===== src/verilog/core_pkg.sv =====
package core_pkg;

    // data path and register index widths
    localparam int XLEN = 32;
    localparam int REG_AW = 5;

    // on-chip instruction memory, one word per entry
    localparam int IMEM_DEPTH = 64;
    localparam int IMEM_AW = 6;

    // byte distance between consecutive instructions
    localparam int PC_STEP = 4;

    typedef logic [XLEN-1:0] word_t;
    typedef logic [REG_AW-1:0] reg_idx_t;
    typedef logic [IMEM_AW-1:0] imem_addr_t;

    // run/busy state of the core
    typedef enum logic {
        MODE_IDLE,
        MODE_RUNNING
    } core_mode_t;

endpackage : core_pkg


===== src/verilog/regfile.sv =====
`timescale 1ns/10ps

module regfile
    import core_pkg::*;
(
    input  logic     clk,
    input  logic     rst_n,
    input  reg_idx_t rs1,
    input  reg_idx_t rs2,
    input  reg_idx_t reg_sel,
    input  logic     wb_en,
    input  reg_idx_t wb_rd,
    input  word_t    wb_data,
    output word_t    rs1_data,
    output word_t    rs2_data,
    output word_t    reg_data
);

    word_t regs [2**REG_AW];

    // x0 reads zero, a same-cycle write is passed through
    function automatic word_t read_port(reg_idx_t idx);
        if (idx == '0) begin
            return '0;
        end
        if (wb_en && wb_rd == idx) begin
            return wb_data;
        end
        return regs[idx];
    endfunction

    always_ff @(posedge clk) begin
        if (!rst_n) begin
            for (int i = 0; i < 2**REG_AW; i++) begin
                regs[i] <= '0;
            end
        end else if (wb_en && wb_rd != '0) begin
            regs[wb_rd] <= wb_data;
        end
    end

    assign rs1_data = read_port(rs1);
    assign rs2_data = read_port(rs2);
    // debug read
    assign reg_data = read_port(reg_sel);

    // decoder zeroes rd for x0 targets, execute only enables nonzero rd
    a_no_x0_write : assert property (
        @(posedge clk) disable iff (!rst_n) wb_en |-> wb_rd != '0
    );

endmodule : regfile


===== config.mk =====
export PLATFORM = sky130hd
export DESIGN_NAME = regfile
export DESIGN_NICKNAME = d
export VERILOG_FILES = /design/src/verilog/core_pkg.sv /design/src/verilog/regfile.sv
export SDC_FILE = /design/constraint.sdc
export NUM_CORES = 2
export LEC_CHECK = 0
export ABC_CLOCK_PERIOD_IN_PS = 15100
export BUFFER_PORTS_ARGS = -buffer_cell sky130_fd_sc_hd__buf_2
export CAP_MARGIN = 20
export CORE_MARGIN = 1
export CORE_UTILIZATION = 33
export CTS_CLUSTER_SIZE = 8
export DETAILED_ROUTE_END_ITERATION = 6
export GPL_ROUTABILITY_DRIVEN = 0
export SLEW_MARGIN = 5
export SYNTH_ARGS = -nofsm -noshare
export SYNTH_HDL_FRONTEND = slang
export SYNTH_SLANG_ARGS = --single-unit

===== constraint.sdc =====
create_clock -name clk -period 15.1 [get_ports clk]
set_input_delay 4.53 -clock clk [delete_from_list [all_inputs] [get_ports clk]]
set_output_delay 4.53 -clock clk [all_outputs]
set_load 0.1 [all_outputs]

==> reports/qor.yml <==
status: "finished with violations"
failed_checks: "DRC"
dp.cells: 6949
route.detailed.drc: 2
die_w_um: 441
rsz0062_at_grt: "false"
cap_viol_max_count: 0
combPwrFrac_pct: 19.8
holdCritPathClass: "in -> reg"
power_density_nw_per_um2: 113
routedWlPerCell_um: 40.5
pwr-share-clk_pct: 37.8
cts_root_buf: "clkbuf_16"
grt_overflow: 0
drtAntennaViolNets: 0
ys_seq_area_share_pct: 48.3
syn_to_final_growth_pct: 12.3
seq_power_share_pct: 42.4
finalHoldViolations: 0
syn_avg_cell_area_um2: 13.8
whs_ns: 4.38
nFillCells: 17900
busiest_layer: "met2"
top_register: "regs"
ys_types: 57
antenna_found_initial: 47
swShare_pct: 31.1
drive_gt1_share_pct: 25.1
max_slew_margin_pct: 15.0
slew_violations: 0
worst_ep_required_time_ns: 10.57
yosys_register_bits: 1024
worstSetupPathType: "in -> out"
max-vdd-ir-drop_v: 0.000107
port_buffers: 150
ctsResizeCount: 0
crit_arrival_ns: 8.29
p_leak_nw: 25.0
fp-row-count: 160
io-pin-count: 151
clock-sinks: 1024
setup_viol: 0
end_kind: "primary output"
use_met2_pct: 43.5
grt_usage_pct: 29.2
cp-start-kind: "input pin"
tightest_slew_ns: 1.27
tns_ns: 0
grt_pass1_wl_um: 389000
vias: 48300
critPathMaxFanout: 24
p_sw_mw: 2.50
synth_cells: 4615
fin_crit_sh_pct: 84.9
ys.flop_type: "edfxtp_1"
grt_use_met3_pct: 9.27
dr.pass1.iters: 7
fp.dieH_um: 441
die_area_um2: 195000
routed_wl_um: 290000
postCtsSetupBuffers: 0
grt_start_max_net_pins: 101
htreeDepth: 4
start_util_pct: 33.3
multi_input_area_um2: 31300
core_um2: 191000
final_cells: 7152
cts_tree: "built"
layout_min_cycle_time_ns: 12.82
syn_area_um2: 63700
clock.fmax_mhz: 78.0
via_per_inst: 6.76
synth_edf_count: 1024
final-seq-area_um2: 30700
yosys_warnings: 0
async_flop_share_pct: 0
largest_reg_flops: 1024
drtIter0Drc: 9247
hpwlAfterDp_um: 171000
grt_pass1_vias: 45800
grtUsageMet1_pct: 35.8
clk_pin_slew_worst_paths_ns: 0.05
clockBufferDepth: 3
ctsHoldBuffers: 0
cts_buffers: 147
nets: 4643
cellInternalPower_mw: 5.55
reg_top3: "regs (1024)"
## Yosys cell counts, types with 37 or more instances
cell type	n	area (um2)
buf_2	98	490
edfxtp_1	1024	30700
a211oi_1	46	345
buf_4	44	330
mux4_2	549	12400
a21oi_1	50	250
a22oi_1	196	1470
and2_1	996	6230
nand2_1	124	465
mux2i_1	526	5270
nor2_1	78	293
o221ai_1	55	482
o22ai_1	37	231
clkbuf_1	334	1250
o21ai_0	78	390
## power by group through the flow
stage / Clock, mW / Combinational [mW] / Sequential, mW
floorplan: 0 / 1.04 / 3.43
global placement: 0 / 1.55 / 3.45
detailed placement: 0 / 1.55 / 3.46
CTS: 3.05 / 1.55 / 3.41
global route: 3.14 / 1.61 / 3.43
finish: 3.05 / 1.59 / 3.42
## metal layers
metal	part of all wire, %	vias up	routed length (um)
met4	7.8	30	22700
met5	0.067	-	195
li1	-	18100	-
met2	44	4499	127000
met3	14	1154	39600
met1	34	24500	99800
## area by class of cell
class | count | share of cell area (%)
diodes | 25 | 0.0875
clock buffers | 165 | 5.36
clock inverters | 12 | 0.177
inverters | 4 | 0.0210
multi-input cells | 3094 | 43.8
flip-flops and latches | 1024 | 43.0
well taps | 2511 | 4.40
repair buffers | 317 | 3.12
## logic make-up (layout without fill, tap and decap cells)
kind of cell	after synthesis	in the layout	synth area share [%]
AO/OA/AOI/OAI	675	675	8.03
XOR/XNOR	15	15	0.206
buffers and inverters	528	498	3.81
flip-flops	1024	1024	48.3
multiplexers	1077	1077	27.7
other	1	57	0.00589
AND/OR/NAND/NOR	1295	1295	11.9
## critical path, cell delays in order
cell and delay (ns):
buf_2 0.60, xor2_1 0.14, nor4_1 0.47, nand3_4 0.46, nor2b_1 1.01, a221o_1 0.50
buf_2 0.50
## cell usage in the layout, fill, tap and decap left out, types with 6 or more instances in the layout
cell type / instances
nor2_1: 36
nand4_1: 7
clkbuf_16: 151
a221o_1: 32
buf_12: 10
buf_2: 138
a22oi_1: 196
o221ai_1: 55
nand3b_1: 6
o22ai_1: 37
o21ai_4: 31
o221a_2: 32
and3_1: 10
a22o_1: 28
o21ai_0: 47
clkbuf_1: 14
o2111ai_1: 10
nand3_1: 27
nor2_2: 8
and2_1: 994
o211ai_1: 13
a31oi_1: 24
a221oi_1: 20
mux2i_1: 526
a21oi_1: 50
a211oi_1: 46
mux4_2: 549
buf_4: 160
nand2_1: 123
edfxtp_1: 1024
nor3_1: 6
diode_2: 25
a32o_1: 32
nor2_4: 34
or3_1: 6
xnor2_1: 11
inv_6: 8
conb_1: 32
## worst paths after layout
check / startpoint / to / slack (ns) / depth (start not counted)
hold / removal: wb_data[16] / regs[16][16] / 4.38 / 2
setup / recovery: rs1[4] / rs1_data[26] / 2.28 / 7
## through the flow
step | total power [mW] | utilization, % | cell area [um2] | setup WS, ns
final | 8.06 | 37.4 | 71500 | 2.28
after global routing | 8.18 | 37.4 | 71400 | 2.42
after CTS | 8.01 | 37.4 | 71400 | 2.52
after floorplan | 4.47 | - | 63800 | 3.10
after detailed placement | 5.01 | 35.3 | 67400 | 2.53
after global placement | 5.00 | 35.3 | 67400 | 2.43
(Power assumes the default switching activity.)
