===== config.mk =====
export PLATFORM = sky130hd
export DESIGN_NAME = fetch_unit
export DESIGN_NICKNAME = d
export VERILOG_FILES = /design/src/verilog/core_pkg.sv /design/src/verilog/fetch_unit.sv
export SDC_FILE = /design/constraint.sdc
export NUM_CORES = 2
export LEC_CHECK = 0
export ABC_AREA = 1
export BUFFER_PORTS_ARGS = -buffer_cell sky130_fd_sc_hd__clkbuf_2
export CELL_PAD_IN_SITES_DETAIL_PLACEMENT = 1
export CELL_PAD_IN_SITES_GLOBAL_PLACEMENT = 1
export CORE_MARGIN = 1.5
export CORE_UTILIZATION = 50
export DETAILED_ROUTE_END_ITERATION = 12
export PLACE_DENSITY_LB_ADDON = 0.1
export SLEW_MARGIN = 10
export SYNTH_ARGS = -nofsm -noshare
export SYNTH_HDL_FRONTEND = slang
export SYNTH_SLANG_ARGS = --single-unit

===== constraint.sdc =====
create_clock -name clk -period 5.83 [get_ports clk]
set_clock_uncertainty 0.1 [all_clocks]
set_input_delay 0.2915 -clock clk [delete_from_list [all_inputs] [get_ports clk]]
set_output_delay 0.2915 -clock clk [all_outputs]
set_load 0.02 [all_outputs]

===== src/verilog/core_pkg.sv =====
package core_pkg;

    // data path and register index widths
    localparam int XLEN = 32;
    localparam int REG_AW = 5;

    // on-chip instruction memory, one word per entry
    localparam int IMEM_DEPTH = 64;
    localparam int IMEM_AW = 6;

    // byte distance between consecutive instructions
    localparam int PC_STEP = 4;

    typedef logic [XLEN-1:0] word_t;
    typedef logic [REG_AW-1:0] reg_idx_t;
    typedef logic [IMEM_AW-1:0] imem_addr_t;

    // run/busy state of the core
    typedef enum logic {
        MODE_IDLE,
        MODE_RUNNING
    } core_mode_t;

endpackage : core_pkg


===== src/verilog/fetch_unit.sv =====
`timescale 1ns/10ps

module fetch_unit
    import core_pkg::*;
(
    input  logic       clk,
    input  logic       rst_n,
    input  logic       start,
    input  logic       flush,
    input  logic       redirect,
    input  word_t      redirect_pc,
    input  logic       prog_we,
    input  imem_addr_t prog_addr,
    input  word_t      prog_data,
    output logic       f_valid,
    output word_t      f_pc,
    output word_t      f_instr
);

    word_t imem [IMEM_DEPTH];
    word_t pc;
    imem_addr_t pc_idx;

    // byte address to word index
    assign pc_idx = pc[IMEM_AW+1:2];

    // program load port, only used while idle
    always_ff @(posedge clk) begin
        if (prog_we) begin
            imem[prog_addr] <= prog_data;
        end
    end

    always_ff @(posedge clk) begin
        if (!rst_n) begin
            pc <= '0;
        end else if (start) begin
            pc <= '0;
        end else if (redirect) begin
            pc <= redirect_pc;
        end else if (!flush) begin
            pc <= pc + word_t'(PC_STEP);
        end
    end

    // fetch register
    always_ff @(posedge clk) begin
        if (!rst_n) begin
            f_valid <= 1'b0;
        end else begin
            f_valid <= !(flush || redirect);
        end
    end

    always_ff @(posedge clk) begin
        f_pc <= pc;
        f_instr <= imem[pc_idx];
    end

    // memory must only be written while the pipeline is held
    a_load_while_flushed : assert property (
        @(posedge clk) disable iff (!rst_n) prog_we |-> flush
    );

endmodule : fetch_unit


==> run_results.csv <==
group,metric,value,unit
global_routing,grt_pass1_vias,65690,
timing,finalCritPeriodShare,59.87,%
yosys,synthTopCellsByArea,"edfxtp_1, nand2_1, nand3_1",
clock_network,ctsHtreeMaxLevel,4,
place,dp_hpwl,170200,microns
critical_path,reg2reg_slack,2.34,ns
yosys,synth-seq-area-share,70.65,%
power_and_ir_drop,leakagePower,40.40,nW
critical_path,crit_family,"simple AND/OR/NAND/NOR gates",
finish,fillers,18961,
critical_path,crit_slowest_cell,"dfxtp_4",
finish,multi_input_area,21040,sq um
critical_path,cpMostUsedCell,"nand3_1",
yosys,synth_top_flop_cell,"edfxtp_1",
critical_path,critPathKind,"reg -> reg",
floorplanning,coreArea,178400,sq um
critical_path,crit_chain,"buf_12 -> buf_12 -> nor2_1 -> nor2_1 -> o21ai_0 -> nand3_1 -> nand3_1 -> nand2_1 -> nand3_1 -> nand2_1",
worst_hold_path,hold_depth,2,
timing,finalSetupViolCount,0,
global_routing,grt_use_total,32.80,%
global_routing,overflow,0,
place,port_buffers,140,
floorplanning,fp.dieArea,182100,sq um
timing,relSlewSlack,15.45,%
yosys,synth_commonest_cells,"nand2_1, edfxtp_1, inv_1",
timing,final-hold-violation-count,0,
yosys,ys_warn_count,0,
timing,fmax,0.2865,GHz
routing,drc,0,
power_and_ir_drop,p_per_area,326.4,nW/um^2
yosys,yosysUniqueCellTypes,29,
yosys,synthesis.area,89790,sq um
yosys,yosysMostFrequentCell,"nand2_1",
clock_network,post-cts-setup-buffers,0,
yosys,avgSynthCellArea,10.50,sq um
run,cap_viol_max_count,0,
critical_path,critPathMaxFanout,98,
critical_path,cp-end-kind,"flip-flop",
timing,whs,0.05699,ns
clock_network,cts_hold_buffers,68,
routing,viasPerCell,5.670,
finish,drive_gt1_share,7.735,%
timing,tightest_slew,1.265,ns
worst_hold_path,worstHoldStart,"prog_data[10]",
yosys,synth_edf_count,2048,
place,dpl-instance-area,93330,sq um
clock_network,root_buffer,"clkbuf_16",
floorplanning,rows,155,
clock_network,cts.clk_slew.worst_paths,0.06,ns
critical_path,cp.required,6.54,ns
critical_path,startpoint,"pc[2]$_SDFFE_PP0N_",
clock_network,clockBufferDepth,3,
clock_network,insertion_delay,0.88,ns
finish,synthToLayoutAreaGrowth,12.75,%
floorplanning,die_w,426.8,microns
timing,rsz0062_at_grt,"false",
yosys,ys_seq_elements,2145,
timing,drv_slew,0,
global_routing,antenna_found_initial,24,
yosys,synth_cells,8550,
finish,nets,8764,
run_status,outcome,"finished clean",
finish,seqCellArea,63450,sq um
clock_network,ctsResizeCount,0,
critical_path,r2r_start,"pc[2]$_SDFFE_PP0N_",
finish,fin_area,101200,sq um
worst_hold_path,hold_path_class,"in -> reg",
worst_hold_path,holdPathEnd,"imem[32][10]$_DFFE_PP_",
global_routing,grt_pass1_wl,436000,microns
critical_path,worstSetupStartpointType,"flip-flop",
routing,routed_wl,298700,microns
yosys,async_flop_share,0,%
place,routabilityCongestion,0.8936,
routing,avgRoutedWirePerCell,26.57,microns
yosys,syn_nets,8627,
yosys,yosysTopAreaCell,"edfxtp_1",
critical_path,path_buf_inv,2,
timing,min_period,3.490,ns
critical_path,critical_path.max_stage_delay,0.86,ns
routing,vias,63754,
global_routing,grt_max_degree,152,
routing,first_pass_iters,8,
clock_network,cts_buffers,223,
routing,ant_nets,0,
yosys,yosysTopAreaCellShare,68.49,%
clock_network,cts_sinks,2145,
floorplanning,initial_utilization,50.32,%
power_and_ir_drop,max-vdd-ir-drop,0.2682,mV
critical_path,reg2regPathDepth,10,
critical_path,r2r-end,"f_instr[9]$_DFF_P_",
clock_network,tritoncts,"yes",
floorplanning,die_h,426.8,microns
critical_path,crit_arrival,4.20,ns
timing,tns,0,ns
floorplanning,io_pins,141,
routing,initialDrtViolationCount,6641,
cells in the final DEF (no fill, tap or decap), types with 7 or more instances in the layout:
cell type / synthesis / layout
a21oi_1: 88 / 88
clkbuf_16: 0 / 227
diode_2: 0 / 7
nand4_1: 9 / 9
edfxtp_1: 2048 / 2048
or2_2: 22 / 22
nor2_4: 0 / 57
nor4_2: 0 / 8
nor2_1: 704 / 647
clkbuf_2: 0 / 140
o21ai_1: 20 / 20
nand3_1: 959 / 959
clkinvlp_4: 0 / 9
buf_4: 25 / 108
clkbuf_8: 0 / 7
inv_6: 0 / 8
dlygate4sd3_1: 0 / 68
o21ai_0: 276 / 276
bufinv_16: 0 / 15
dfxtp_1: 97 / 93
nand2_1: 2830 / 2830
clkbuf_1: 193 / 63
inv_1: 1000 / 997
xor2_1: 8 / 8
clkinv_2: 0 / 32
buf_12: 0 / 33
o211ai_1: 11 / 11
clkinv_1: 3 / 57
final cells by class:
type / count / share of cell area, %
antenna: 7 / 0.01730
clock inverter: 123 / 1.036
inverter: 1007 / 3.763
sequential: 2145 / 62.68
tap: 2355 / 2.911
timing repair buffer: 351 / 2.872
clock buffer: 297 / 5.940
multi-input combinational: 4959 / 20.78
per-stage QoR:
| stage | cells | power (mW) | util (%) | setup WS [ns] |
|---|---|---|---|---|
| floorplan | 8550 | 18.27 | - | 1.309 |
| global placement | 10738 | 19.25 | 52.26 | 2.463 |
| detailed placement | 10742 | 19.30 | 52.31 | 2.435 |
| CTS | 11230 | 33.14 | 56.65 | 2.384 |
| global route | 11241 | 33.81 | 56.74 | 2.208 |
| finish | 11244 | 33.05 | 56.74 | 2.340 |
worst max-delay path by stage:
stage	to	cells after the start
5_1_grt	f_instr[31]$_DFF_P_	12
3_5_place_dp	f_instr[31]$_DFF_P_	12
3_3_place_gp	f_instr[31]$_DFF_P_	12
2_1_floorplan	imem[48][0]$_DFFE_PP_	3
6_report	f_instr[9]$_DFF_P_	10
4_1_cts	f_instr[31]$_DFF_P_	12
registers in the layout, indices dropped and copies added (netlist names):
name / count
imem: 2048
f_instr: 32
f_pc: 32
pc: 32
f_valid: 1
cell families after synthesis:
logic type | share of synthesized area (%)
and+or+nand+nor | 20.46
DFF | 70.65
buffers and inverters | 6.446
AOI/OAI and AO/OA | 2.316
xor gates and xnor gates | 0.1073
adders and majority gates | 0.01393
worst register-to-register path, delay by kind of cell (launching register included):
family / cells / cell delay, ns
compound gates: 1 / 0.12
buf+inv: 2 / 1.02
flops: 1 / 0.86
simple gates: 7 / 1.35
routing by layer:
metal	GRT usage, %	vias up	part of all wire [%]
li1	-	28295	-
met1	44.15	32616	41
met2	53.87	2318	48
met3	3.896	523	6.4
met4	14.26	2	4.6
met5	0	-	0.0044
power breakdown:
part / switching [mW] / internal [mW]
sequential: 0.104 / 17.0
clock: 6.12 / 7.89
combinational: 1.49 / 0.421
total: 7.71 / 25.3
(Power assumes the default switching activity.)
