$ cat config.mk
export PLATFORM = sky130hd
export DESIGN_NAME = decoder
export DESIGN_NICKNAME = d
export VERILOG_FILES = /design/src/verilog/core_pkg.sv /design/src/verilog/rv_isa_pkg.sv /design/src/verilog/decoder.sv
export SDC_FILE = /design/constraint.sdc
export NUM_CORES = 1
export LEC_CHECK = 0
export BUFFER_PORTS_ARGS = -buffer_cell sky130_fd_sc_hd__buf_2
export CAP_MARGIN = 25
export CORE_MARGIN = 5
export CORE_UTILIZATION = 34
export DETAILED_ROUTE_END_ITERATION = 7
export PLACE_DENSITY = 0.8
export SETUP_SLACK_MARGIN = 0.2
export SLEW_MARGIN = 15
export SYNTH_ARGS = -nofsm -noshare
export SYNTH_HDL_FRONTEND = slang
export SYNTH_SLANG_ARGS = --single-unit
$ cat constraint.sdc
create_clock -name vclk -period 3.41
set_input_delay 1.023 -clock vclk [all_inputs]
set_output_delay 1.023 -clock vclk [all_outputs]
set_load 0.01 [all_outputs]
$ cat src/verilog/core_pkg.sv
package core_pkg;

    // data path and register index widths
    localparam int XLEN = 32;
    localparam int REG_AW = 5;

    // on-chip instruction memory, one word per entry
    localparam int IMEM_DEPTH = 64;
    localparam int IMEM_AW = 6;

    // byte distance between consecutive instructions
    localparam int PC_STEP = 4;

    typedef logic [XLEN-1:0] word_t;
    typedef logic [REG_AW-1:0] reg_idx_t;
    typedef logic [IMEM_AW-1:0] imem_addr_t;

    // run/busy state of the core
    typedef enum logic {
        MODE_IDLE,
        MODE_RUNNING
    } core_mode_t;

endpackage : core_pkg

$ cat src/verilog/rv_isa_pkg.sv
package rv_isa_pkg;

    // major opcodes, instr[6:0]
    localparam logic [6:0] OPC_OP_IMM = 7'b0010011;
    localparam logic [6:0] OPC_OP = 7'b0110011;
    localparam logic [6:0] OPC_LUI = 7'b0110111;
    localparam logic [6:0] OPC_BRANCH = 7'b1100011;
    localparam logic [6:0] OPC_JAL = 7'b1101111;
    localparam logic [6:0] OPC_SYSTEM = 7'b1110011;

    // funct3, instr[14:12]
    localparam logic [2:0] F3_ADD = 3'b000;
    localparam logic [2:0] F3_SLT = 3'b010;
    localparam logic [2:0] F3_XOR = 3'b100;
    localparam logic [2:0] F3_OR = 3'b110;
    localparam logic [2:0] F3_AND = 3'b111;
    localparam logic [2:0] F3_BEQ = 3'b000;
    localparam logic [2:0] F3_BNE = 3'b001;

    // funct7, instr[31:25]
    localparam logic [6:0] F7_SUB = 7'b0100000;

    // funct12 of the system opcode that selects ebreak
    localparam logic [11:0] F12_EBREAK = 12'h001;

    // decoded operations
    typedef enum logic [3:0] {
        OP_NOP,
        OP_ADD,
        OP_SUB,
        OP_AND,
        OP_OR,
        OP_XOR,
        OP_SLT,
        OP_LUI,
        OP_BEQ,
        OP_BNE,
        OP_JAL,
        OP_HALT
    } op_t;

endpackage : rv_isa_pkg
$ cat src/verilog/decoder.sv
`timescale 1ns/10ps

module decoder
    import core_pkg::*;
    import rv_isa_pkg::*;
(
    input  word_t    instr,
    output op_t      op,
    output reg_idx_t rs1,
    output reg_idx_t rs2,
    output reg_idx_t rd,
    output word_t    imm,
    output logic     use_imm
);

    logic [6:0] opcode;
    logic [2:0] funct3;
    logic [6:0] funct7;
    word_t imm_i;
    word_t imm_u;
    word_t imm_b;
    word_t imm_j;
    logic writes_rd;

    // funct3 to alu operation, shared by op and op-imm
    function automatic op_t alu_op(logic [2:0] f3);
        case (f3)
            F3_ADD:  return OP_ADD;
            F3_SLT:  return OP_SLT;
            F3_XOR:  return OP_XOR;
            F3_OR:   return OP_OR;
            F3_AND:  return OP_AND;
            default: return OP_NOP;
        endcase
    endfunction

    assign opcode = instr[6:0];
    assign funct3 = instr[14:12];
    assign funct7 = instr[31:25];
    assign rs1 = instr[19:15];
    assign rs2 = instr[24:20];

    // sign-extended immediates
    assign imm_i = {{20{instr[31]}}, instr[31:20]};
    assign imm_u = {instr[31:12], 12'b0};
    assign imm_b = {{19{instr[31]}}, instr[31], instr[7], instr[30:25], instr[11:8], 1'b0};
    assign imm_j = {{11{instr[31]}}, instr[31], instr[19:12], instr[20], instr[30:21], 1'b0};

    always_comb begin
        op = OP_NOP;
        imm = '0;
        use_imm = 1'b0;
        case (opcode)
            OPC_OP_IMM: begin
                op = alu_op(funct3);
                imm = imm_i;
                use_imm = 1'b1;
            end
            OPC_OP: begin
                if (funct7 == F7_SUB && funct3 == F3_ADD) begin
                    op = OP_SUB;
                end else if (funct7 == '0) begin
                    op = alu_op(funct3);
                end
            end
            OPC_LUI: begin
                op = OP_LUI;
                imm = imm_u;
                use_imm = 1'b1;
            end
            OPC_BRANCH: begin
                imm = imm_b;
                if (funct3 == F3_BEQ) begin
                    op = OP_BEQ;
                end else if (funct3 == F3_BNE) begin
                    op = OP_BNE;
                end
            end
            OPC_JAL: begin
                op = OP_JAL;
                imm = imm_j;
            end
            OPC_SYSTEM: begin
                if (funct3 == '0 && instr[31:20] == F12_EBREAK) begin
                    op = OP_HALT;
                end
            end
            default: op = OP_NOP;
        endcase
    end

    // branches, halt and nops never write, so their rd reads as x0
    assign writes_rd = !(op inside {OP_NOP, OP_BEQ, OP_BNE, OP_HALT});
    assign rd = writes_rd ? instr[11:7] : '0;

endmodule : decoder

==> impl_metrics.env, run 1 <==
export IMPL_drt_wirelength_per_cell_um=21.24
export IMPL_synthesis_instances=112
export IMPL_layout_filler_cells=127
export IMPL_global_route_wire_length_before_repair_um=6789
export IMPL_ios=84
export IMPL_post_synthesis_sequential_area_ratio_pct=0
export IMPL_drive_above_1_share_pct=74.55
export IMPL_syn_nets=144
export IMPL_routabilityCongestion=0.8997
export IMPL_floorplan_die_width_um=58.72
export IMPL_buffer_ports_inserted=84
export IMPL_n_antenna_cell=0
export IMPL_grt_met2_usage_pct=46.06
export IMPL_worst_max_slew_pin_slew_ns=0.4795
export IMPL_status="finished, violations left"
export IMPL_end_kind="output port"
export IMPL_period_share_pct=111.4
export IMPL_drt_first_pass_iters=4
export IMPL_final_hold_violation_count=0
export IMPL_grtUsageMet3_pct=4.605
export IMPL_grt_pass1_vias=1429
export IMPL_grt_max_degree=12
export IMPL_timing_final_setup_violations=10
export IMPL_num_nets_final=258
export IMPL_fin_setup_tns_ns=-2.583
export IMPL_critPathMaxFanout=5
export IMPL_floorplan_initialDensity_pct=36.13
export IMPL_design_seq_count=0
export IMPL_worst_hold_path_type="input pin to output port"
export IMPL_fmaxAchievable_mhz=263.2
export IMPL_worstPathArrival_ns=2.78
export IMPL_worst_hold_margin_ns=2.253
export IMPL_synth_yosys_warnings=0
export IMPL_fin_ws_ns=-0.3900
export IMPL_failed_checks="setup timing"
export IMPL_crit_path_start="instr[25]"
export IMPL_grt_most_used_layer="met2"
export IMPL_irDropWorstVdd_mv=0.09355
export IMPL_gr_total_overflow=0
export IMPL_floorplan_die_height_um=58.72
export IMPL_yosysUniqueCellTypes=43
export IMPL_floorplan_die_area_mm2=0.003448
export IMPL_area_growth_syn_to_fin_pct=133.8
export IMPL_global_route_usage_total_pct=24.87
export IMPL_timing_setup_critical_path_class="input pin to output port"
export IMPL_layout_cells_most_common="buf_2"
export IMPL_worstSetupStartpointType="input pin"
export IMPL_avgViaCountPerCell=5.952
export IMPL_nClkBuffers=0
export IMPL_worst_hold_startpoint="instr[18]"
export IMPL_dr_first_iter_drc_count=83
export IMPL_rsz0062_at_grt="yes"
export IMPL_global_route_usage_met1_pct=28.81
export IMPL_synth_cell_area_um2=807.0
export IMPL_post_route_min_period_ns=3.800
export IMPL_slew_limit_headroom_pct=67.70
export IMPL_area_sequential_um2=0
export IMPL_power_density_mw_per_mm2=79.45
export IMPL_critPathRequiredTime_ns=2.39
export IMPL_post_synth_cell_area_avg_um2=7.206
export IMPL_core_area_mm2=0.002233
export IMPL_num_rows=17
export IMPL_layout_common_cells="66 x buf_2, 29 x buf_4, 27 x buf_6"
export IMPL_routed_via_count=1500
export IMPL_timing_max_transition_violations_final=0
export IMPL_antenna_violations_before_repair=0
export IMPL_dp_final_hpwl_um=2928
export IMPL_maxCapViolations=0
export IMPL_drt_drc_violations_left=0
export IMPL_cellLeakagePower_nw=1.118
export IMPL_number_of_nets_still_failing_antenna_checks_after_routing=0
export IMPL_finalWirelength_um=5353
-- cells by family (layout without fill, tap and decap cells) --
logic type	after synthesis	in the layout	synth area share [%]
compound gates	46	46	48.22
simple gates	47	48	36.43
buf+inv	17	128	13.18
xor+xnor	2	2	2.171
-- layer usage --
metal / up-vias / part of all wire (%)
met5: - / 0
met4: 0 / 3.7
met2: 134 / 50
li1: 652 / -
met3: 23 / 10
met1: 691 / 36
-- per-stage QoR --
stage	util [%]	area (µm²)	total power [W]	std cells	setup WS, ns
after floorplan	-	844.6	0.00004905	112	-0.05852
after global placement	63.59	1420	0.0001049	240	-0.3034
after detailed placement	63.59	1420	0.0001060	240	-0.3544
after CTS	77.03	1720	0.0001290	249	-0.3141
after global routing	84.48	1887	0.0001562	252	-0.4585
final	84.48	1887	0.0001499	252	-0.3900
-- synth_stat cells (2+ instances only) --
cell       n  area, µm²
a21boi_1   5      37.54
nand3_1    5      25.02
o22ai_1    2      12.51
and2_1     6      37.54
nor2_1     6      22.52
nand2b_1   3      18.77
a21o_1    18      135.1
nor2b_1    2      12.51
nor3_1     5      25.02
nor4_1     2      12.51
buf_2      4      20.02
a22o_1     4      35.03
inv_1      2      7.510
xnor2_1    2      17.52
buf_4     10      75.07
a21oi_1    3      15.01
nand2_1    5      18.77
o21ai_0    2      10.01
nand3b_1   2      15.01
-- timing repair --
action,CTS,global route
pin swaps,30,14
cloned,1,0
setup buffers,8,3
hold buffers,0,0
resized for setup,49,31
endpoints found under the setup margin,40,42
-- cell type report --
cell class                 count  area [µm²]  area share [%]
multi-input combinational     96       932.1           49.40
tap                           28       35.03           1.857
inverter                       2       7.507          0.3979
timing repair buffer         126       912.1           48.34
-- critical path, cell delays in order --
cell      delay, ns
buf_6          0.09
or4_4          0.55
o41ai_4        0.30
and4_4         0.33
o211ai_4       0.11
a21boi_2       0.19
buf_2          0.17
-- power breakdown --
group | switching (W) | internal (W) | leakage (nW) | total, W
clock | 0 | 0 | 0 | 0
sequential | 0 | 0 | 0 | 0
combinational | 0.0000759 | 0.0000740 | 1.12 | 0.000150
-- worst paths after layout --
check | cells past startpoint | to | slack [ns]
max | 7 | rd[0] | -0.39
min | 2 | rs1[3] | 2.25
(Power assumes the default switching activity.)
==> run 2: changes to the inputs <==
ABC_AREA = 1   (was default)
BUFFER_PORTS_ARGS = -buffer_cell sky130_fd_sc_hd__buf_4   (was -buffer_cell sky130_fd_sc_hd__buf_2)
CORE_UTILIZATION = 33   (was 34)
PLACE_DENSITY = 0.79   (was 0.8)
==> run 2 against run 1 <==
Net effect:
- the run now ends clean
- first-iteration DRC count down 69%
- global-route usage decreased by 9.1 points
- die area up 0.78%
- core utilization is 13 points lower
- sequential cell count is the same
- maximum frequency is 16% higher
- area after synthesis decreased by 2.0%
- critical path depth rose by 3
- worst setup slack better by 0.53 ns
- via count decreased by 15%
- sequential share of layout area unchanged
- critical path type unchanged
- largest power group unchanged
==> impl_metrics.env, run 2 <==
export IMPL_status="complete, no violations"
export IMPL_global_route_usage_total_pct=15.72
export IMPL_slew_limit_headroom_pct=78.79
export IMPL_fmaxAchievable_mhz=305.6
export IMPL_dominant_cells_by_area_after_synthesis="nand2_1 20%, nor2_1 15%, inv_1 14%"
export IMPL_total_number_of_cells_along_the_worst_setup_path=10
export IMPL_worstPathArrival_ns=2.25
export IMPL_floorplan_die_height_um=58.95
export IMPL_layout_cells_most_common="buf_4"
export IMPL_worst_hold_startpoint="instr[18]"
export IMPL_timing_final_setup_violations=0
export IMPL_floorplan_die_width_um=58.95
export IMPL_synth_commonest_cells="42 x nand2_1, 31 x nor2_1, 29 x inv_1, 13 x o21ai_0, 10 x buf_4"
export IMPL_global_route_wire_length_before_repair_um=4581
export IMPL_post_synthesis_sequential_area_ratio_pct=0
export IMPL_yosys_mux_area_fraction_pct=0
export IMPL_synth_simple_gate_area_share_pct=57.12
export IMPL_drt_first_pass_iters=4
export IMPL_synthMostInstantiatedCell="nand2_1"
export IMPL_gr_total_overflow=0
export IMPL_timing_critical_path_cells="buf_6 > nor2_4 > nand2_4 > nor2_4 > nand4_1 > nand3_4 > nor2_4 > nor2_4 > nor2_1 > buf_4"
export IMPL_layoutNonFillerInstCount=275
export IMPL_core_area_mm2=0.002255
export IMPL_yosysUniqueCellTypes=24
export IMPL_synth_cell_area_um2=790.8
export IMPL_finalWirelength_um=3239
export IMPL_synth_top_family_by_area="simple AND/OR/NAND/NOR gates"
export IMPL_worst_hold_path_type="input pin to output port"
export IMPL_timing_critical_path_slowest_stage_cell="nor2_4"
export IMPL_worstPathBufferInverterCount=2
export IMPL_drive_above_1_share_pct=59.11
export IMPL_routed_via_count=1274
export IMPL_design_seq_count=0
export IMPL_drt_wirelength_per_cell_um=11.78
export IMPL_synth_compound_gate_area_share_pct=17.09
export IMPL_routabilityCongestion=0.7628
export IMPL_period_share_pct=95.97
export IMPL_worst_max_slew_pin_slew_ns=0.3181
export IMPL_worstSetupStartpointType="input pin"
export IMPL_grt_pass1_vias=1072
export IMPL_rsz0062_at_grt="yes"
export IMPL_grt_max_degree=14
export IMPL_number_of_nets_still_failing_antenna_checks_after_routing=0
export IMPL_syn_nets=198
export IMPL_power_density_mw_per_mm2=70.27
export IMPL_area_growth_syn_to_fin_pct=104.1
export IMPL_crit_path_start="instr[2]"
export IMPL_timing_max_transition_violations_final=0
export IMPL_timing_setup_critical_path_class="input pin to output port"
export IMPL_ios=84
export IMPL_post_route_min_period_ns=3.272
export IMPL_antenna_violations_before_repair=0
export IMPL_floorplan_die_area_mm2=0.003475
export IMPL_dr_first_iter_drc_count=26
export IMPL_fin_setup_tns_ns=0
export IMPL_synth_fa_ha_area_share_pct=0
export IMPL_dp_final_hpwl_um=2483
export IMPL_post_synth_cell_area_avg_um2=4.764
export IMPL_synthesis_instances=166
export IMPL_irDropWorstVdd_mv=0.04665
export IMPL_num_rows=17
export IMPL_drt_drc_violations_left=0
export IMPL_end_kind="output port"
export IMPL_cellLeakagePower_nw=0.9605
export IMPL_post_synth_xor_area_fraction_pct=0
export IMPL_critPathMaxFanout=5
export IMPL_cts_hold_repair_buffers=0
export IMPL_buffer_ports_inserted=84
export IMPL_num_nets_final=281
export IMPL_avgViaCountPerCell=4.633
export IMPL_layout_common_cells="91 x buf_4, 32 x nand2_1, 24 x inv_1"
export IMPL_critical_path_s_top_delay_family="simple AND/OR/NAND/NOR gates"
export IMPL_nClkBuffers=0
export IMPL_area_sequential_um2=0
export IMPL_post_synth_top_area_cell="nand2_1"
export IMPL_dp_cells=269
export IMPL_hold_path_cell_count=2
export IMPL_cp_slowest_stage_delay_ns=0.18
export IMPL_final_hold_violation_count=0
export IMPL_critPathRequiredTime_ns=2.39
export IMPL_top_cell_type_s_share_of_synthesized_area_pct=19.94
export IMPL_maxCapViolations=0
export IMPL_critical_path_most_common_cell="nor2_4"
export IMPL_synth_yosys_warnings=0
export IMPL_n_antenna_cell=0
export IMPL_layout_filler_cells=215
export IMPL_floorplan_initialDensity_pct=35.07
-- run 2: cell count changes after synthesis, moves of 4 or more --
cell,previous run,this run
a21boi_1,5,0
a21o_1,18,0
a22o_1,4,0
and2_1,6,0
inv_1,2,29
nand2_1,5,42
nor2_1,6,31
nor2_2,0,9
o21ai_0,2,13
-- run 2: timing repair --
action                     4_1_cts  5_1_grt
setup buffers                    4        2
pin swaps                       14       17
setup endpoints to repair       23       24
resized for setup               26       27
-- run 2: through the flow --
step	hold WS (ns)	utilization (%)	power, W	setup slack [ns]	cell area (µm²)
after floorplan	2.133	-	0.00004409	0.4135	790.8
after global placement	2.234	61.88	0.00009489	0.1002	1395
after detailed placement	2.234	61.88	0.00009550	0.08883	1395
after CTS	2.235	67.09	0.0001062	0.1588	1513
after global routing	2.240	71.59	0.0001224	0.04722	1614
final	2.234	71.59	0.0001134	0.1376	1614
-- run 2: metal layers --
metal / GRT usage [%] / wire [µm] / vias up
li1: - / - / 664
met1: 19.31 / 1223 / 557
met2: 30.44 / 1635 / 51
met3: 1.974 / 357 / 2
met4: 0 / 23 / 0
met5: 0 / 0 / -
-- run 2: logic make-up (layout without fill, tap and decap cells) --
logic type,after synthesis,in the layout
simple gates,98,98
compound gates,24,24
buf+inv,44,125
-- run 2: area by class of cell --
cell class / count / area, µm² / share of cell area [%]
tap: 28 / 35.03 / 2.171
inverter: 32 / 122.6 / 7.597
multi-input combinational: 122 / 747.0 / 46.28
timing repair buffer: 93 / 709.4 / 43.95
-- run 2: power by group --
part	internal [W]	total (W)	switching, W
registers	0	0	0
clock network	0	0	0
logic	0.0000551	0.000113	0.0000584
total	0.0000551	0.000113	0.0000584
-- run 2: path summary, 6_finish.rpt --
kind                  to  slack [ns]
setup / recovery   rd[2]        0.14
hold / removal    rs1[3]        2.23
==> run 3: changes to the inputs <==
CORE_MARGIN = default   (was 5)
MAX_ROUTING_LAYER = met4   (was default)
==> run 3 against run 2 <==
Net effect:
- cell count increased by 0.36%
- first-iteration DRC count decreased by 31%
- critical path depth increased by 2
- sequential share of layout area stayed put
- die area decreased by 25%
- largest power group unchanged
==> impl_metrics.env, run 3 (synthesized netlist as in run 2, its figures left out) <==
export IMPL_netSwitchingFraction_pct=50.86
export IMPL_route_layer_met1_wl_um=1157
export IMPL_buffer_ports_inserted=84
export IMPL_post_route_min_period_ns=3.283
export IMPL_grt_max_degree=14
export IMPL_routabilityCongestion=0.8160
export IMPL_end_kind="output port"
export IMPL_critPathRequiredTime_ns=2.39
export IMPL_timing_max_transition_violations_final=0
export IMPL_status="complete, no violations"
export IMPL_num_rows=17
export IMPL_drt_drc_violations_left=0
export IMPL_number_of_nets_still_failing_antenna_checks_after_routing=0
export IMPL_floorplan_die_width_um=50.95
export IMPL_ios=84
export IMPL_clock_share_of_power_pct=0
export IMPL_cts_hold_repair_buffers=0
export IMPL_met3_length_um=187
export IMPL_cellLeakagePower_nw=0.9741
export IMPL_final_hold_violation_count=0
export IMPL_critPathMaxFanout=5
export IMPL_area_sequential_um2=0
export IMPL_maxCapViolations=0
export IMPL_floorplan_die_height_um=50.95
export IMPL_gr_total_overflow=0
export IMPL_critical_path_most_common_cell="nor2_4"
export IMPL_timing_setup_critical_path_class="input pin to output port"
export IMPL_routed_via_count=1290
export IMPL_critical_path_s_top_delay_family="simple AND/OR/NAND/NOR gates"
export IMPL_net_switching_power_w=0.00005806
export IMPL_design_seq_count=0
export IMPL_postLayoutCoreUtil_pct=74.01
export IMPL_worstSetupStartpointType="input pin"
export IMPL_worst_hold_path_type="input pin to output port"
export IMPL_slew_limit_headroom_pct=79.98
export IMPL_nClkBuffers=0
export IMPL_period_share_pct=96.27
export IMPL_layout_cells_most_common="buf_4"
export IMPL_seq_power_share_pct=0
export IMPL_n_antenna_cell=0
export IMPL_timing_final_setup_violations=0
export IMPL_dr_first_iter_drc_count=18
export IMPL_antenna_violations_before_repair=0
export IMPL_wl_met2_um=1545
export IMPL_num_nets_final=282
export IMPL_timing_critical_path_slowest_stage_cell="nor2_4"
export IMPL_floorplan_die_area_mm2=0.002596
export IMPL_drt_first_pass_iters=2
export IMPL_cp_slowest_stage_delay_ns=0.18
export IMPL_finalWirelength_um=2925
export IMPL_p_int_w=0.00005610
export IMPL_global_route_wire_length_before_repair_um=4457
export IMPL_worstPathArrival_ns=2.26
export IMPL_combinationalPowerShare_pct=100.0
export IMPL_worstPathBufferInverterCount=2
export IMPL_irDropWorstVdd_mv=0.04732
export IMPL_avgViaCountPerCell=4.674
export IMPL_floorplan_initialDensity_pct=35.41
export IMPL_global_route_usage_total_pct=21.55
export IMPL_fmaxAchievable_mhz=304.6
export IMPL_worst_max_slew_pin_slew_ns=0.2999
export IMPL_routed_top_layer="met4"
export IMPL_rsz0062_at_grt="yes"
export IMPL_area_growth_syn_to_fin_pct=109.0
export IMPL_drive_above_1_share_pct=58.87
export IMPL_drt_wirelength_per_cell_um=10.60
export IMPL_timing_critical_path_cells="buf_8 > nor2_4 > nand2_4 > nor2_4 > nand2_1 > nand2_1 > nor2_2 > nand2_2 > nand2_2 > nor2_4 > nor2_1 > buf_4"
export IMPL_grt_pass1_vias=1071
export IMPL_core_area_mm2=0.002233
export IMPL_fin_setup_tns_ns=0
export IMPL_layout_common_cells="89 x buf_4, 32 x nand2_1, 23 x inv_1"
export IMPL_dp_final_hpwl_um=2150
export IMPL_hold_path_cell_count=2
export IMPL_power_density_mw_per_mm2=69.07
export IMPL_total_number_of_cells_along_the_worst_setup_path=12
run 3: final timing paths:
path	start	endpoint	slack (ns)
worst max-delay path	instr[2]	rd[3]	0.13
worst min-delay path	instr[18]	rs1[3]	2.23
run 3: repair_timing:
item,in CTS,in global routing
endpoints found under the hold margin,0,0
gates resized for setup,20,42
cloned,0,1
setup endpoints to repair,7,25
pin swaps,13,15
setup buffers,5,2
run 3: stage by stage:
step	std cells	hold WS, ns	setup WS, ns	cell area [µm²]	power (W)
after floorplan	166	2.133	0.4135	790.8	0.00004409
after global placement	268	2.233	0.07916	1388	0.00009375
after detailed placement	268	2.232	0.09667	1388	0.00009452
after CTS	273	2.233	0.1618	1505	0.0001037
after global routing	276	2.238	0.02204	1653	0.0001249
final	276	2.232	0.1273	1653	0.0001142
run 3: power by group through the flow:
| stage | combinational (W) | sequential, W | clock [W] |
|---|---|---|---|
| detailed placement | 0.0000945 | 0 | 0 |
| global placement | 0.0000938 | 0 | 0 |
| finish | 0.000114 | 0 | 0 |
| floorplan | 0.0000441 | 0 | 0 |
| CTS | 0.000104 | 0 | 0 |
| global route | 0.000125 | 0 | 0 |
run 3: layout make-up:
class                      count  area, µm²
timing repair buffer          94      740.7
inverter                      32      122.6
tap                           28      35.03
fill                         198      580.6
multi-input combinational    122      754.5
run 3: metal layers:
layer	GRT usage [%]	up-vias
met4	2.778	0
met1	25.79	576
met2	39.91	47
li1	-	663
met3	1.488	4
met5	-	-
