`config.mk`:
```
export PLATFORM = sky130hd
export DESIGN_NAME = execute_stage
export DESIGN_NICKNAME = d
export VERILOG_FILES = /design/src/verilog/core_pkg.sv /design/src/verilog/rv_isa_pkg.sv /design/src/verilog/execute_stage.sv
export SDC_FILE = /design/constraint.sdc
export NUM_CORES = 1
export LEC_CHECK = 0
export BUFFER_PORTS_ARGS = -buffer_cell sky130_fd_sc_hd__buf_2
export CORE_MARGIN = 3
export CORE_UTILIZATION = 30
export DETAILED_ROUTE_END_ITERATION = 10
export GPL_TIMING_DRIVEN = 1
export PLACE_DENSITY_LB_ADDON = 0.05
export SLEW_MARGIN = 20
export SYNTH_ARGS = -nofsm -noshare
export SYNTH_HDL_FRONTEND = slang
export SYNTH_SLANG_ARGS = --single-unit
```
`constraint.sdc`:
```
create_clock -name clk -period 6.6 [get_ports clk]
set_input_delay 0.33 -clock clk [delete_from_list [all_inputs] [get_ports clk]]
set_output_delay 0.33 -clock clk [all_outputs]
set_load 0.1 [all_outputs]
```
`src/verilog/core_pkg.sv`:
```
package core_pkg;

    // data path and register index widths
    localparam int XLEN = 32;
    localparam int REG_AW = 5;

    // on-chip instruction memory, one word per entry
    localparam int IMEM_DEPTH = 64;
    localparam int IMEM_AW = 6;

    // byte distance between consecutive instructions
    localparam int PC_STEP = 4;

    typedef logic [XLEN-1:0] word_t;
    typedef logic [REG_AW-1:0] reg_idx_t;
    typedef logic [IMEM_AW-1:0] imem_addr_t;

    // run/busy state of the core
    typedef enum logic {
        MODE_IDLE,
        MODE_RUNNING
    } core_mode_t;

endpackage : core_pkg

```
`src/verilog/rv_isa_pkg.sv`:
```
package rv_isa_pkg;

    // major opcodes, instr[6:0]
    localparam logic [6:0] OPC_OP_IMM = 7'b0010011;
    localparam logic [6:0] OPC_OP = 7'b0110011;
    localparam logic [6:0] OPC_LUI = 7'b0110111;
    localparam logic [6:0] OPC_BRANCH = 7'b1100011;
    localparam logic [6:0] OPC_JAL = 7'b1101111;
    localparam logic [6:0] OPC_SYSTEM = 7'b1110011;

    // funct3, instr[14:12]
    localparam logic [2:0] F3_ADD = 3'b000;
    localparam logic [2:0] F3_SLT = 3'b010;
    localparam logic [2:0] F3_XOR = 3'b100;
    localparam logic [2:0] F3_OR = 3'b110;
    localparam logic [2:0] F3_AND = 3'b111;
    localparam logic [2:0] F3_BEQ = 3'b000;
    localparam logic [2:0] F3_BNE = 3'b001;

    // funct7, instr[31:25]
    localparam logic [6:0] F7_SUB = 7'b0100000;

    // funct12 of the system opcode that selects ebreak
    localparam logic [11:0] F12_EBREAK = 12'h001;

    // decoded operations
    typedef enum logic [3:0] {
        OP_NOP,
        OP_ADD,
        OP_SUB,
        OP_AND,
        OP_OR,
        OP_XOR,
        OP_SLT,
        OP_LUI,
        OP_BEQ,
        OP_BNE,
        OP_JAL,
        OP_HALT
    } op_t;

endpackage : rv_isa_pkg
```
`src/verilog/execute_stage.sv`:
```
`timescale 1ns/10ps

module execute_stage
    import core_pkg::*;
    import rv_isa_pkg::*;
(
    input  logic     clk,
    input  logic     rst_n,
    input  logic     e_valid,
    input  op_t      e_op,
    input  reg_idx_t e_rd,
    input  reg_idx_t e_rs1,
    input  reg_idx_t e_rs2,
    input  word_t    e_rs1_data,
    input  word_t    e_rs2_data,
    input  word_t    e_imm,
    input  logic     e_use_imm,
    input  word_t    e_pc,
    output logic     redirect,
    output word_t    redirect_pc,
    output logic     halt,
    output logic     wb_en,
    output reg_idx_t wb_rd,
    output word_t    wb_data
);

    word_t op_a;
    word_t op_rs2;
    word_t op_b;
    word_t result;
    logic taken;

    // the instruction one ahead sits in the writeback register
    function automatic word_t forward(reg_idx_t idx, word_t rf_val);
        if (wb_en && wb_rd != '0 && wb_rd == idx) begin
            return wb_data;
        end
        return rf_val;
    endfunction

    assign op_a = forward(e_rs1, e_rs1_data);
    assign op_rs2 = forward(e_rs2, e_rs2_data);
    assign op_b = e_use_imm ? e_imm : op_rs2;

    always_comb begin
        case (e_op)
            OP_ADD:  result = op_a + op_b;
            OP_SUB:  result = op_a - op_b;
            OP_AND:  result = op_a & op_b;
            OP_OR:   result = op_a | op_b;
            OP_XOR:  result = op_a ^ op_b;
            OP_SLT:  result = word_t'($signed(op_a) < $signed(op_b));
            OP_LUI:  result = e_imm;
            // link value
            OP_JAL:  result = e_pc + word_t'(PC_STEP);
            default: result = '0;
        endcase
    end

    // branch compare uses rs2, never the immediate
    always_comb begin
        case (e_op)
            OP_BEQ:  taken = (op_a == op_rs2);
            OP_BNE:  taken = (op_a != op_rs2);
            OP_JAL:  taken = 1'b1;
            default: taken = 1'b0;
        endcase
    end

    assign redirect = e_valid && taken;
    assign redirect_pc = e_pc + e_imm;
    assign halt = e_valid && e_op == OP_HALT;

    // writeback register
    always_ff @(posedge clk) begin
        if (!rst_n) begin
            wb_en <= 1'b0;
        end else begin
            wb_en <= e_valid && e_rd != '0;
        end
    end

    always_ff @(posedge clk) begin
        wb_rd <= e_rd;
        wb_data <= result;
    end

    // no trap exists for a misaligned target
    a_redirect_aligned : assert property (
        @(posedge clk) disable iff (!rst_n) redirect |-> redirect_pc[1:0] == 2'b00
    );

endmodule : execute_stage

```
==> flow_summary_export.csv, run 1 <==
group,metric,value,unit
worst_setup_path,worst_setup_path_start_kind,"flop",
clock_tree,cts.repair.resized,0,
drt,drt-initial-drc-count,819,
yosys,synth-edff-count,0,
finish,num_antenna_cells,0,
yosys,synth_warnings,0,
hold_path,hold_depth,1,
clock_tree,cts_setup_buffers,0,
global_routing,grt-ovfl-total,0,
hold_path,worstHoldEndpoint,"wb_rd[3]",
timing,finalCritPeriodShare,0.846,
worst_setup_path,worstPathRequired,6.80,ns
timing,hold_violations,0,
clock_tree,clk_path_buf_depth,2,
die,core_area,31900,um2
clock_tree,clockRootBuffer,"clkbuf_16",
drt,first_pass_iters,7,
finish,layout_commonest_cell,"buf_2",
hold_path,hold_path.class,"in -> reg",
power,power.total,2.20,mW
drt,wirelength,42400,um
clock_tree,htree_levels,2,
worst_setup_path,critPathKind,"reg -> reg",
global_routing,busiest_layer,"met2",
timing,slew_headroom,0.349,
timing,fin_setup_tns,0,ns
yosys,ys.flop_type,"dfxtp_1",
die,die_h,187,um
placement,place_congestion,0.908,
status,status,"finished, final reports clean",
worst_setup_path,cp_max_fo,17,
worst_setup_path,reg2reg_depth,18,
clock_tree,postCtsHoldBufs,0,
timing,whs,0.139,ns
clock_tree,clock_latency,0.32,ns
die,rows,65,
global_routing,antenna_found_initial,1,
yosys,syn-cell-area,9800,um2
clock_tree,cts_tree,"yes",
timing,setup_viol,0,
die,boundaryPins,223,
timing,rsz0062_at_grt,"false",
die,chipWidth,187,um
die,die_area,34900,um2
timing,fin_crit,5.58,ns
drt,vias,10800,
worst_setup_path,rr_startpoint,"wb_rd[2]",
yosys,synthArstFlopShare,0,
placement,dpl-instance-area,11400,um2
finish,area_growth_syn_to_layout,17.5,%
yosys,ys_seq_area_frac,0.0776,
clock_tree,path_clk_slew,0.08,ns
worst_setup_path,critPathMaxStageDelay,0.53,ns
drt,drc,0,
worst_setup_path,critPathCaptureType,"flop",
global_routing,grt_max_degree,38,
finish,fin_area,11500,um2
worst_setup_path,slowest_stage,"or4_1",
timing,finalMaxSlewViolations,0,
yosys,synth_nets,1598,
global_routing,gr-usage-met2,0.378,
power,cellPowerDensity,191,nW/um2
finish,layout_common_cells,"222 x buf_2, 138 x ha_1, 113 x inv_1",
clock_tree,cts_sinks,38,
worst_setup_path,critPathMostFrequentCell,"o21ai_0",
placement,port-buffer-count,222,
run,drv_cap,0,
global_routing,grtUsageMet3,0.0368,
timing,skew,0.0178,ns
global_routing,grt_pass1_vias,10900,
power,irDropWorstVdd,0.000131,V
global_routing,grtUsageTotal,0.234,
power,p_leak,5.21,nW
global_routing,grt_pass1_wl,64600,um
worst_setup_path,crit_chain,"or4_1, o21ai_2, nor3_2, buf_4, mux2i_1, inv_1, ha_1, nor2_1, o311ai_0, a211oi_1, o21ai_0, a2111oi_4, nor2_1, o211a_1, o21ai_0, o41ai_1, a221oi_1, o21ai_0",
worst_setup_path,r2r-end,"wb_data[29]",
finish,layout-drive-gt1-share,0.230,
global_routing,grtUsageMet1,0.325,
finish,fin_nets,1779,
drt,ant_nets,0,
clock_tree,cts_inserted_buffers,5,
hold_path,min_from,"e_rd[3]",
finish,final_core_utilization,0.361,
timing,fmax,179,MHz
yosys,syn_avg_cell_area,7.51,um2
worst_setup_path,crit_path_start,"wb_rd[2]",
worst_setup_path,r2r_slack,1.02,ns
die,start_util,0.308,
placement,dp_hpwl,34000,um
timing,tightest_slew,0.974,ns
yosys,ys_types,75,
yosys,synth_seq_cells,38,
drt,avgViaCountPerCell,5.62,
worst_setup_path,critPathArrivalTime,5.78,ns
drt,wl_per_cell,22.1,um
yosys,netlist_instances,1306,
-- through the flow --
step,std cells,worst slack (ns)
6_report,1923,1.02
5_1_grt,1923,0.598
4_1_cts,1923,1.01
3_5_place_dp,1915,0.990
3_3_place_gp,1915,1.19
2_1_floorplan,1306,0.889
-- routing by layer --
layer	wire length (um)	up-vias
met5	13	-
met3	2700	43
li1	-	5253
met2	18800	400
met1	20000	5104
met4	879	2
-- synth_stat cells (32+ instances only) --
cell type / count / area, um2
nor2_1: 108 / 405
xor2_1: 58 / 508
dfxtp_1: 38 / 761
o21ai_0: 71 / 355
xnor2_1: 45 / 394
inv_1: 113 / 424
mux2_2: 63 / 709
a21oi_1: 96 / 480
mux2i_1: 36 / 360
ha_1: 138 / 1730
clkbuf_1: 57 / 214
nand2_1: 60 / 225
nor3_1: 32 / 160
-- worst max path at each step --
| stage | endpoint | slack [ns] | depth (start not counted) |
|---|---|---|---|
| floorplan | wb_data[27] | 0.89 | 18 |
| global placement | wb_data[29] | 1.19 | 18 |
| detailed placement | wb_data[29] | 0.99 | 18 |
| CTS | wb_data[29] | 1.01 | 18 |
| global route | wb_data[29] | 0.60 | 18 |
| finish | wb_data[29] | 1.02 | 18 |
-- cell type report --
cell class / count / area, um2
flip-flops and latches: 38 / 761
inverters: 113 / 424
repair buffers: 238 / 1230
clock inverters: 2 / 12.5
multi-input cells: 1091 / 8410
fillers: 3469 / 20400
clock buffers: 6 / 139
well taps: 435 / 544
-- cells by family after synthesis --
kind of cell	Yosys count	share of synthesized area
AOI/OAI and AO/OA	421	0.308
and+or+nand+nor	326	0.162
buffers and inverters	177	0.0681
adders and majority gates	141	0.182
xor gates and xnor gates	103	0.0920
muxes	100	0.111
DFF	38	0.0776
-- flip-flops by register name (all words and copies together), names as in the netlist --
register	cells
wb_en	1
wb_rd	5
wb_data	32
-- critical path: cells and delay by family (launching register included) --
family / cells / cell delay, ns
buffers and inverters: 2 / 0.38
AOI/OAI and AO/OA: 10 / 3.04
adders and majority gates: 1 / 0.33
DFF: 1 / 0.35
and+or+nand+nor: 4 / 0.86
muxes: 1 / 0.50
-- report_power, final --
part	internal, mW	switching (mW)	leakage [nW]
logic	0.410	1.20	4.82
registers	0.268	0.0362	0.319
clock network	0.151	0.132	0.0729
Power figures use the tool's default switching activity.
==> run 2, diff against run 1 <==
--- a/config.mk
+++ b/config.mk
@@ -5,6 +5,7 @@
 export SDC_FILE = /design/constraint.sdc
 export NUM_CORES = 1
 export LEC_CHECK = 0
+export ABC_AREA = 1
 export BUFFER_PORTS_ARGS = -buffer_cell sky130_fd_sc_hd__buf_2
 export CORE_MARGIN = 3
 export CORE_UTILIZATION = 30
==> constraint.sdc (replaced) <==
create_clock -name clk -period 5.5 [get_ports clk]
set_input_delay 0.275 -clock clk [delete_from_list [all_inputs] [get_ports clk]]
set_output_delay 0.275 -clock clk [all_outputs]
set_load 0.1 [all_outputs]
==> run 2 against run 1 <==
Combinational power grew 14%; design area grew 5.5%; sequential share of layout area down 0.34 points; via count is 17% higher; flip-flop and latch count did not move; setup slack better by 0.028 ns; clock skew down 0.010 ns.
==> flow_summary_export.csv, run 2 <==
group,metric,value,unit
status,status,"finished, final reports clean",
yosys,syn-cell-area,10500,um2
yosys,synthArstFlopShare,0,
placement,dp_hpwl,39800,um
global_routing,grtUsageTotal,0.249,
finish,area_growth_syn_to_layout,15.5,%
yosys,synthTopCellsByCount,"405 x nand2_1, 286 x inv_1, 171 x nor2_1, 138 x ha_1, 134 x a21oi_1",
drt,vias,12700,
worst_setup_path,worst_setup_path_start_kind,"flop",
finish,layout-drive-gt1-share,0.152,
yosys,synth_most_common_cell,"nand2_1",
global_routing,grt_pass1_wl,73200,um
timing,finalMaxSlewViolations,0,
finish,layout_commonest_cell,"nand2_1",
clock_tree,cts.repair.resized,0,
drt,first_pass_iters,6,
yosys,synth-edff-count,0,
clock_tree,htree_levels,2,
global_routing,grt-ovfl-total,0,
finish,multiInputGateArea,8390,um2
yosys,syn_avg_cell_area,5.78,um2
worst_setup_path,critPathKind,"reg -> reg",
power,pwr-share-comb,0.732,
die,die_area,37400,um2
hold_path,hold_path.class,"in -> reg",
clock_tree,cts_sinks,38,
finish,fin_nets,2293,
worst_setup_path,worstPathRequired,5.69,ns
die,rows,67,
finish,final_cells,2450,
drt,ant_nets,0,
finish,largest_reg_flops,32,
timing,fin_crit,4.45,ns
die,start_util,0.309,
timing,rsz0062_at_grt,"false",
clock_tree,clockRootBuffer,"clkbuf_16",
finish,largest_registers,"wb_data x32, wb_rd x5, wb_en x1",
worst_setup_path,critPathCaptureType,"flop",
yosys,synth_warnings,0,
clock_tree,clk_path_buf_depth,2,
power,cellPowerDensity,206,nW/um2
die,die_h,193,um
clock_tree,cts_tree,"yes",
global_routing,grtUsageMet1,0.371,
timing,slew_headroom,0.467,
yosys,ys_seq_area_frac,0.0723,
clock_tree,cts_inserted_buffers,5,
yosys,synth_top_family_by_area,"simple AND/OR/NAND/NOR gates",
yosys,ys_types,54,
power,p_int,914,uW
clock_tree,postCtsHoldBufs,0,
yosys,ys.flop_type,"dfxtp_1",
global_routing,busiest_layer,"met2",
global_routing,grt_pass1_vias,12400,
clock_tree,cts_setup_buffers,0,
finish,seqCellArea,761,um2
clock_tree,path_clk_slew,0.07,ns
timing,fmax,225,MHz
finish,nFillCells,3961,
placement,placed_cells,2442,
worst_setup_path,cp_max_fo,25,
global_routing,grt_max_degree,40,
timing,finalCritPeriodShare,0.810,
yosys,synthAdderAreaFrac,0.170,
global_routing,antenna_found_initial,2,
drt,avgViaCountPerCell,5.17,
placement,port-buffer-count,222,
timing,skew,0.00761,ns
clock_tree,clock_latency,0.32,ns
global_routing,grtUsageMet3,0.0454,
power,switching_power,1.58,mW
finish,num_antenna_cells,0,
power,clkPwrFrac,0.136,
drt,wl_per_cell,19.8,um
finish,regMostFlops,"wb_data",
yosys,synth_seq_cells,38,
yosys,synth_nets,2111,
run,drv_cap,0,
drt,wirelength,48500,um
power,p_leak,6.17,nW
global_routing,gr-usage-met2,0.380,
yosys,synth_top_area_cell,"ha_1",
yosys,synth_area_leaders,"ha_1 16%, nand2_1 14%, inv_1 10%, dfxtp_1 7.2%, a21oi_1 6.4%",
yosys,synth-xor-area-share,0.0591,
die,boundaryPins,223,
yosys,synth_top_area_frac,0.164,
power,swShare,0.634,
timing,setup_viol,0,
yosys,netlist_instances,1819,
placement,place_congestion,0.937,
worst_setup_path,critPathArrivalTime,4.64,ns
die,chipWidth,193,um
timing,hold_violations,0,
yosys,synth_compound_area_frac,0.243,
die,core_area,34000,um2
yosys,synth-simple-area-share,0.324,
power,irDropWorstVdd,0.000212,V
yosys,synth_mux_area_frac,0,
timing,fin_setup_tns,0,ns
power,pwr-share-seq,0.132,
finish,layout_common_cells,"404 x nand2_1, 286 x inv_1, 222 x buf_2",
timing,tightest_slew,0.799,ns
drt,drc,0,
drt,drt-initial-drc-count,918,
run 2: final cells by class:
class / instances / share of cell area
clock buffer: 6 / 0.0114
clock inverter: 2 / 0.00103
inverter: 288 / 0.0889
multi-input combinational: 1433 / 0.690
sequential: 38 / 0.0626
tap: 448 / 0.0461
timing repair buffer: 235 / 0.0994
run 2: final timing paths:
check                                start          end  slack (ns)  cells after the start
worst max-delay path              wb_rd[0]  wb_data[22]        1.05                     23
worst min-delay path               e_rd[4]     wb_rd[4]        0.07                      1
worst max register to register    wb_rd[0]  wb_data[22]        1.05                     23
worst min register to register  wb_data[0]   wb_data[0]        0.90                      5
run 2: stage by stage:
step / setup slack, ns / instance area, um2 / utilization / total power [mW] / hold slack (ns)
4_1_cts: 1.03 / 12200 / 0.357 / 2.50 / 0.0587
6_report: 1.05 / 12200 / 0.357 / 2.50 / 0.0699
5_1_grt: 0.593 / 12200 / 0.357 / 2.66 / 0.0692
3_3_place_gp: 1.06 / 12000 / 0.353 / 2.16 / 0.394
2_1_floorplan: 1.24 / 10500 / - / 1.70 / 0.303
3_5_place_dp: 1.07 / 12000 / 0.353 / 2.15 / 0.393
run 2: kinds of logic after synthesis:
kind of cell    Yosys count
compound gates          428
xor+xnor                 71
fa+ha+maj               141
buf+inv                 348
flops                    38
simple gates            793
run 2: metal layers:
metal,up-vias,wire [um]
met5,-,22
met4,4,395
met3,24,3740
met2,461,20300
met1,5805,24000
li1,6364,-
run 2: power groups by stage:
stage                     sequential, mW  combinational, mW  clock (mW)
after floorplan                    0.558               1.15           0
after global placement             0.337               1.82           0
after detailed placement           0.337               1.81           0
after CTS                          0.331               1.82       0.349
after global routing               0.335               1.97       0.354
final                              0.330               1.83       0.339
run 2: critical path, stage by stage (launching register included):
cell and delay (ns):
dfxtp_1 0.39, xnor2_1 0.14, nand2_1 0.09, nor2_2 0.15
nand3_4 0.30, nor2_1 0.21, a21oi_2 0.06, o21ai_0 0.43
inv_1 0.18, fa_1 0.44, inv_1 0.06, nand2_1 0.06
o21ai_0 0.30, a21oi_1 0.16, inv_1 0.15, a21oi_1 0.11
inv_1 0.10, a21boi_0 0.17, o21ai_0 0.35, a21oi_1 0.10
o21ai_0 0.08, nand3_1 0.09, inv_1 0.09, o21ai_1 0.09
==> run 3, diff against run 2 <==
==> constraint.sdc (replaced) <==
create_clock -name clk -period 4.25 [get_ports clk]
set_input_delay 0.2125 -clock clk [delete_from_list [all_inputs] [get_ports clk]]
set_output_delay 0.2125 -clock clk [all_outputs]
set_load 0.1 [all_outputs]
==> run 3 against run 2 <==
Clock power up 30%; design area grew 2.4%; first-iteration DRC count grew 21%; global-route usage down 0.12 points; maximum frequency rose by 12%; critical path type unchanged; register-to-register slack worse by 0.76 ns; final cell count increased by 1.0%; via count about the same; sequential share of layout area decreased by 0.11 points.
==> flow_summary_export.csv, run 3 (same netlist as run 2, synthesis figures left out) <==
group,metric,value,unit
worst_setup_path,r2r_slack,0.29,ns
global_routing,grt_max_degree,41,
worst_setup_path,critPathArrivalTime,4.17,ns
die,chipWidth,193,um
worst_setup_path,reg2reg_depth,20,
hold_path,hold_depth,1,
worst_setup_path,cpLargestDelayFamily,"compound AO/OA/AOI/OAI gates",
placement,dp_slack,0.202,ns
timing,fin_crit,3.96,ns
timing,finalCritPeriodShare,0.931,
global_routing,antenna_found_initial,1,
finish,layout_commonest_cell,"nand2_1",
clock_tree,htree_levels,2,
hold_path,min_from,"e_rd[2]",
worst_setup_path,cp_max_fo,40,
power,p_leak,6.30,nW
power,power.total,3.28,mW
global_routing,grt_pass1_wl,72600,um
drt,drc,0,
global_routing,grtUsageTotal,0.248,
worst_setup_path,critPathCaptureType,"flop",
placement,placed_cells,2466,
timing,tightest_slew,0.878,ns
die,rows,67,
clock_tree,clockRootBuffer,"clkbuf_16",
finish,largest_reg_flops,32,
clock_tree,path_clk_slew,0.07,ns
clock_tree,postCtsHoldBufs,0,
finish,largest_registers,"wb_data x32, wb_rd x5, wb_en x1",
global_routing,grt-ovfl-total,0,
drt,first_pass_iters,5,
worst_setup_path,worstPathRequired,4.46,ns
worst_setup_path,critPathKind,"reg -> reg",
worst_setup_path,r2r-end,"wb_data[31]",
worst_setup_path,crit_chain,"xnor2_1, nand2_1, nor2_4, nand3_4, buf_4, buf_12, o21ai_0, inv_1, o21ai_0, ha_1, buf_4, inv_1, a21oi_1, o21ai_0, a21oi_1, nor2_1, nor3_1, nand3_1, nand3_1, nand2_1",
worst_setup_path,critPathMostFrequentCell,"o21ai_0",
timing,slew_headroom,0.413,
finish,fin_nets,2318,
die,start_util,0.309,
placement,port-buffer-count,222,
status,status,"finished, final reports clean",
drt,wirelength,48500,um
clock_tree,cts_tree,"yes",
clock_tree,cts_sinks,38,
worst_setup_path,rr_startpoint,"wb_rd[0]",
worst_setup_path,critPathMaxStageDelay,0.37,ns
hold_path,hold_path.class,"in -> reg",
timing,fmax,253,MHz
timing,skew,0.0150,ns
finish,seqCellArea,766,um2
run,drv_cap,0,
timing,fin_setup_tns,0,ns
die,core_area,34000,um2
finish,multiInputGateArea,8450,um2
worst_setup_path,slowest_stage,"nor3_1",
hold_path,worstHoldEndpoint,"wb_rd[2]",
die,boundaryPins,223,
timing,setup_ws,0.291,ns
finish,nFillCells,3949,
clock_tree,cts_inserted_buffers,5,
drt,ant_nets,0,
finish,layout_common_cells,"401 x nand2_1, 286 x inv_1, 222 x buf_2",
finish,area_growth_syn_to_layout,18.3,%
drt,avgViaCountPerCell,5.12,
timing,finalMaxSlewViolations,0,
finish,regMostFlops,"wb_data",
power,cellPowerDensity,264,nW/um2
finish,final_core_utilization,0.366,
die,die_h,193,um
die,die_area,37400,um2
placement,dpl-instance-area,12200,um2
finish,final_cells,2475,
timing,whs,0.0131,ns
global_routing,grt_pass1_vias,12400,
placement,dp_hpwl,40400,um
power,irDropWorstVdd,0.000241,V
timing,hold_violations,0,
worst_setup_path,critPathBufInv,5,
drt,vias,12700,
finish,fin_area,12400,um2
drt,drt-initial-drc-count,1107,
clock_tree,clock_latency,0.32,ns
finish,num_antenna_cells,0,
placement,place_congestion,0.955,
finish,layout-drive-gt1-share,0.168,
clock_tree,clk_path_buf_depth,2,
timing,rsz0062_at_grt,"false",
timing,setup_viol,0,
drt,wl_per_cell,19.6,um
worst_setup_path,worst_setup_path_start_kind,"flop",
-- run 3: layout make-up --
class	count	share of cell area
sequential	38	0.0615
clock inverter	2	0.00101
tap	448	0.0450
timing repair buffer	260	0.115
multi-input combinational	1433	0.679
inverter	288	0.0869
clock buffer	6	0.0112
-- run 3: worst max path at each step --
stage | start | to | slack [ns] | cells past startpoint
3_3_place_gp | wb_rd[1] | wb_data[30] | 0.23 | 26
2_1_floorplan | wb_rd[4] | wb_data[26] | 0.02 | 31
4_1_cts | wb_rd[1] | wb_data[0] | 0.19 | 27
5_1_grt | wb_rd[0] | wb_data[29] | 0.002 | 22
6_report | wb_rd[0] | wb_data[31] | 0.29 | 20
3_5_place_dp | wb_rd[1] | wb_data[28] | 0.20 | 26
-- run 3: timing repair --
action | in CTS | in global routing
setup endpoints to repair | 0 | 17
resized for setup | 0 | 18
buffers inserted | 0 | 1
-- run 3: report_power, final --
group | switching [mW] | total (mW) | leakage (nW) | internal (mW)
clock network | 0.208 | 0.442 | 0.0729 | 0.234
logic | 1.83 | 2.41 | 5.91 | 0.582
registers | 0.0309 | 0.429 | 0.316 | 0.398
total | 2.07 | 3.28 | 6.30 | 1.21
-- run 3: metal layers --
| metal | vias to the layer above | GRT usage | share of wire |
|---|---|---|---|
| li1 | 6417 | - | - |
| met1 | 5768 | 0.375 | 0.51 |
| met2 | 442 | 0.369 | 0.41 |
| met3 | 39 | 0.0459 | 0.074 |
| met4 | 4 | 0.0364 | 0.012 |
| met5 | - | 0.0166 | 0.0019 |
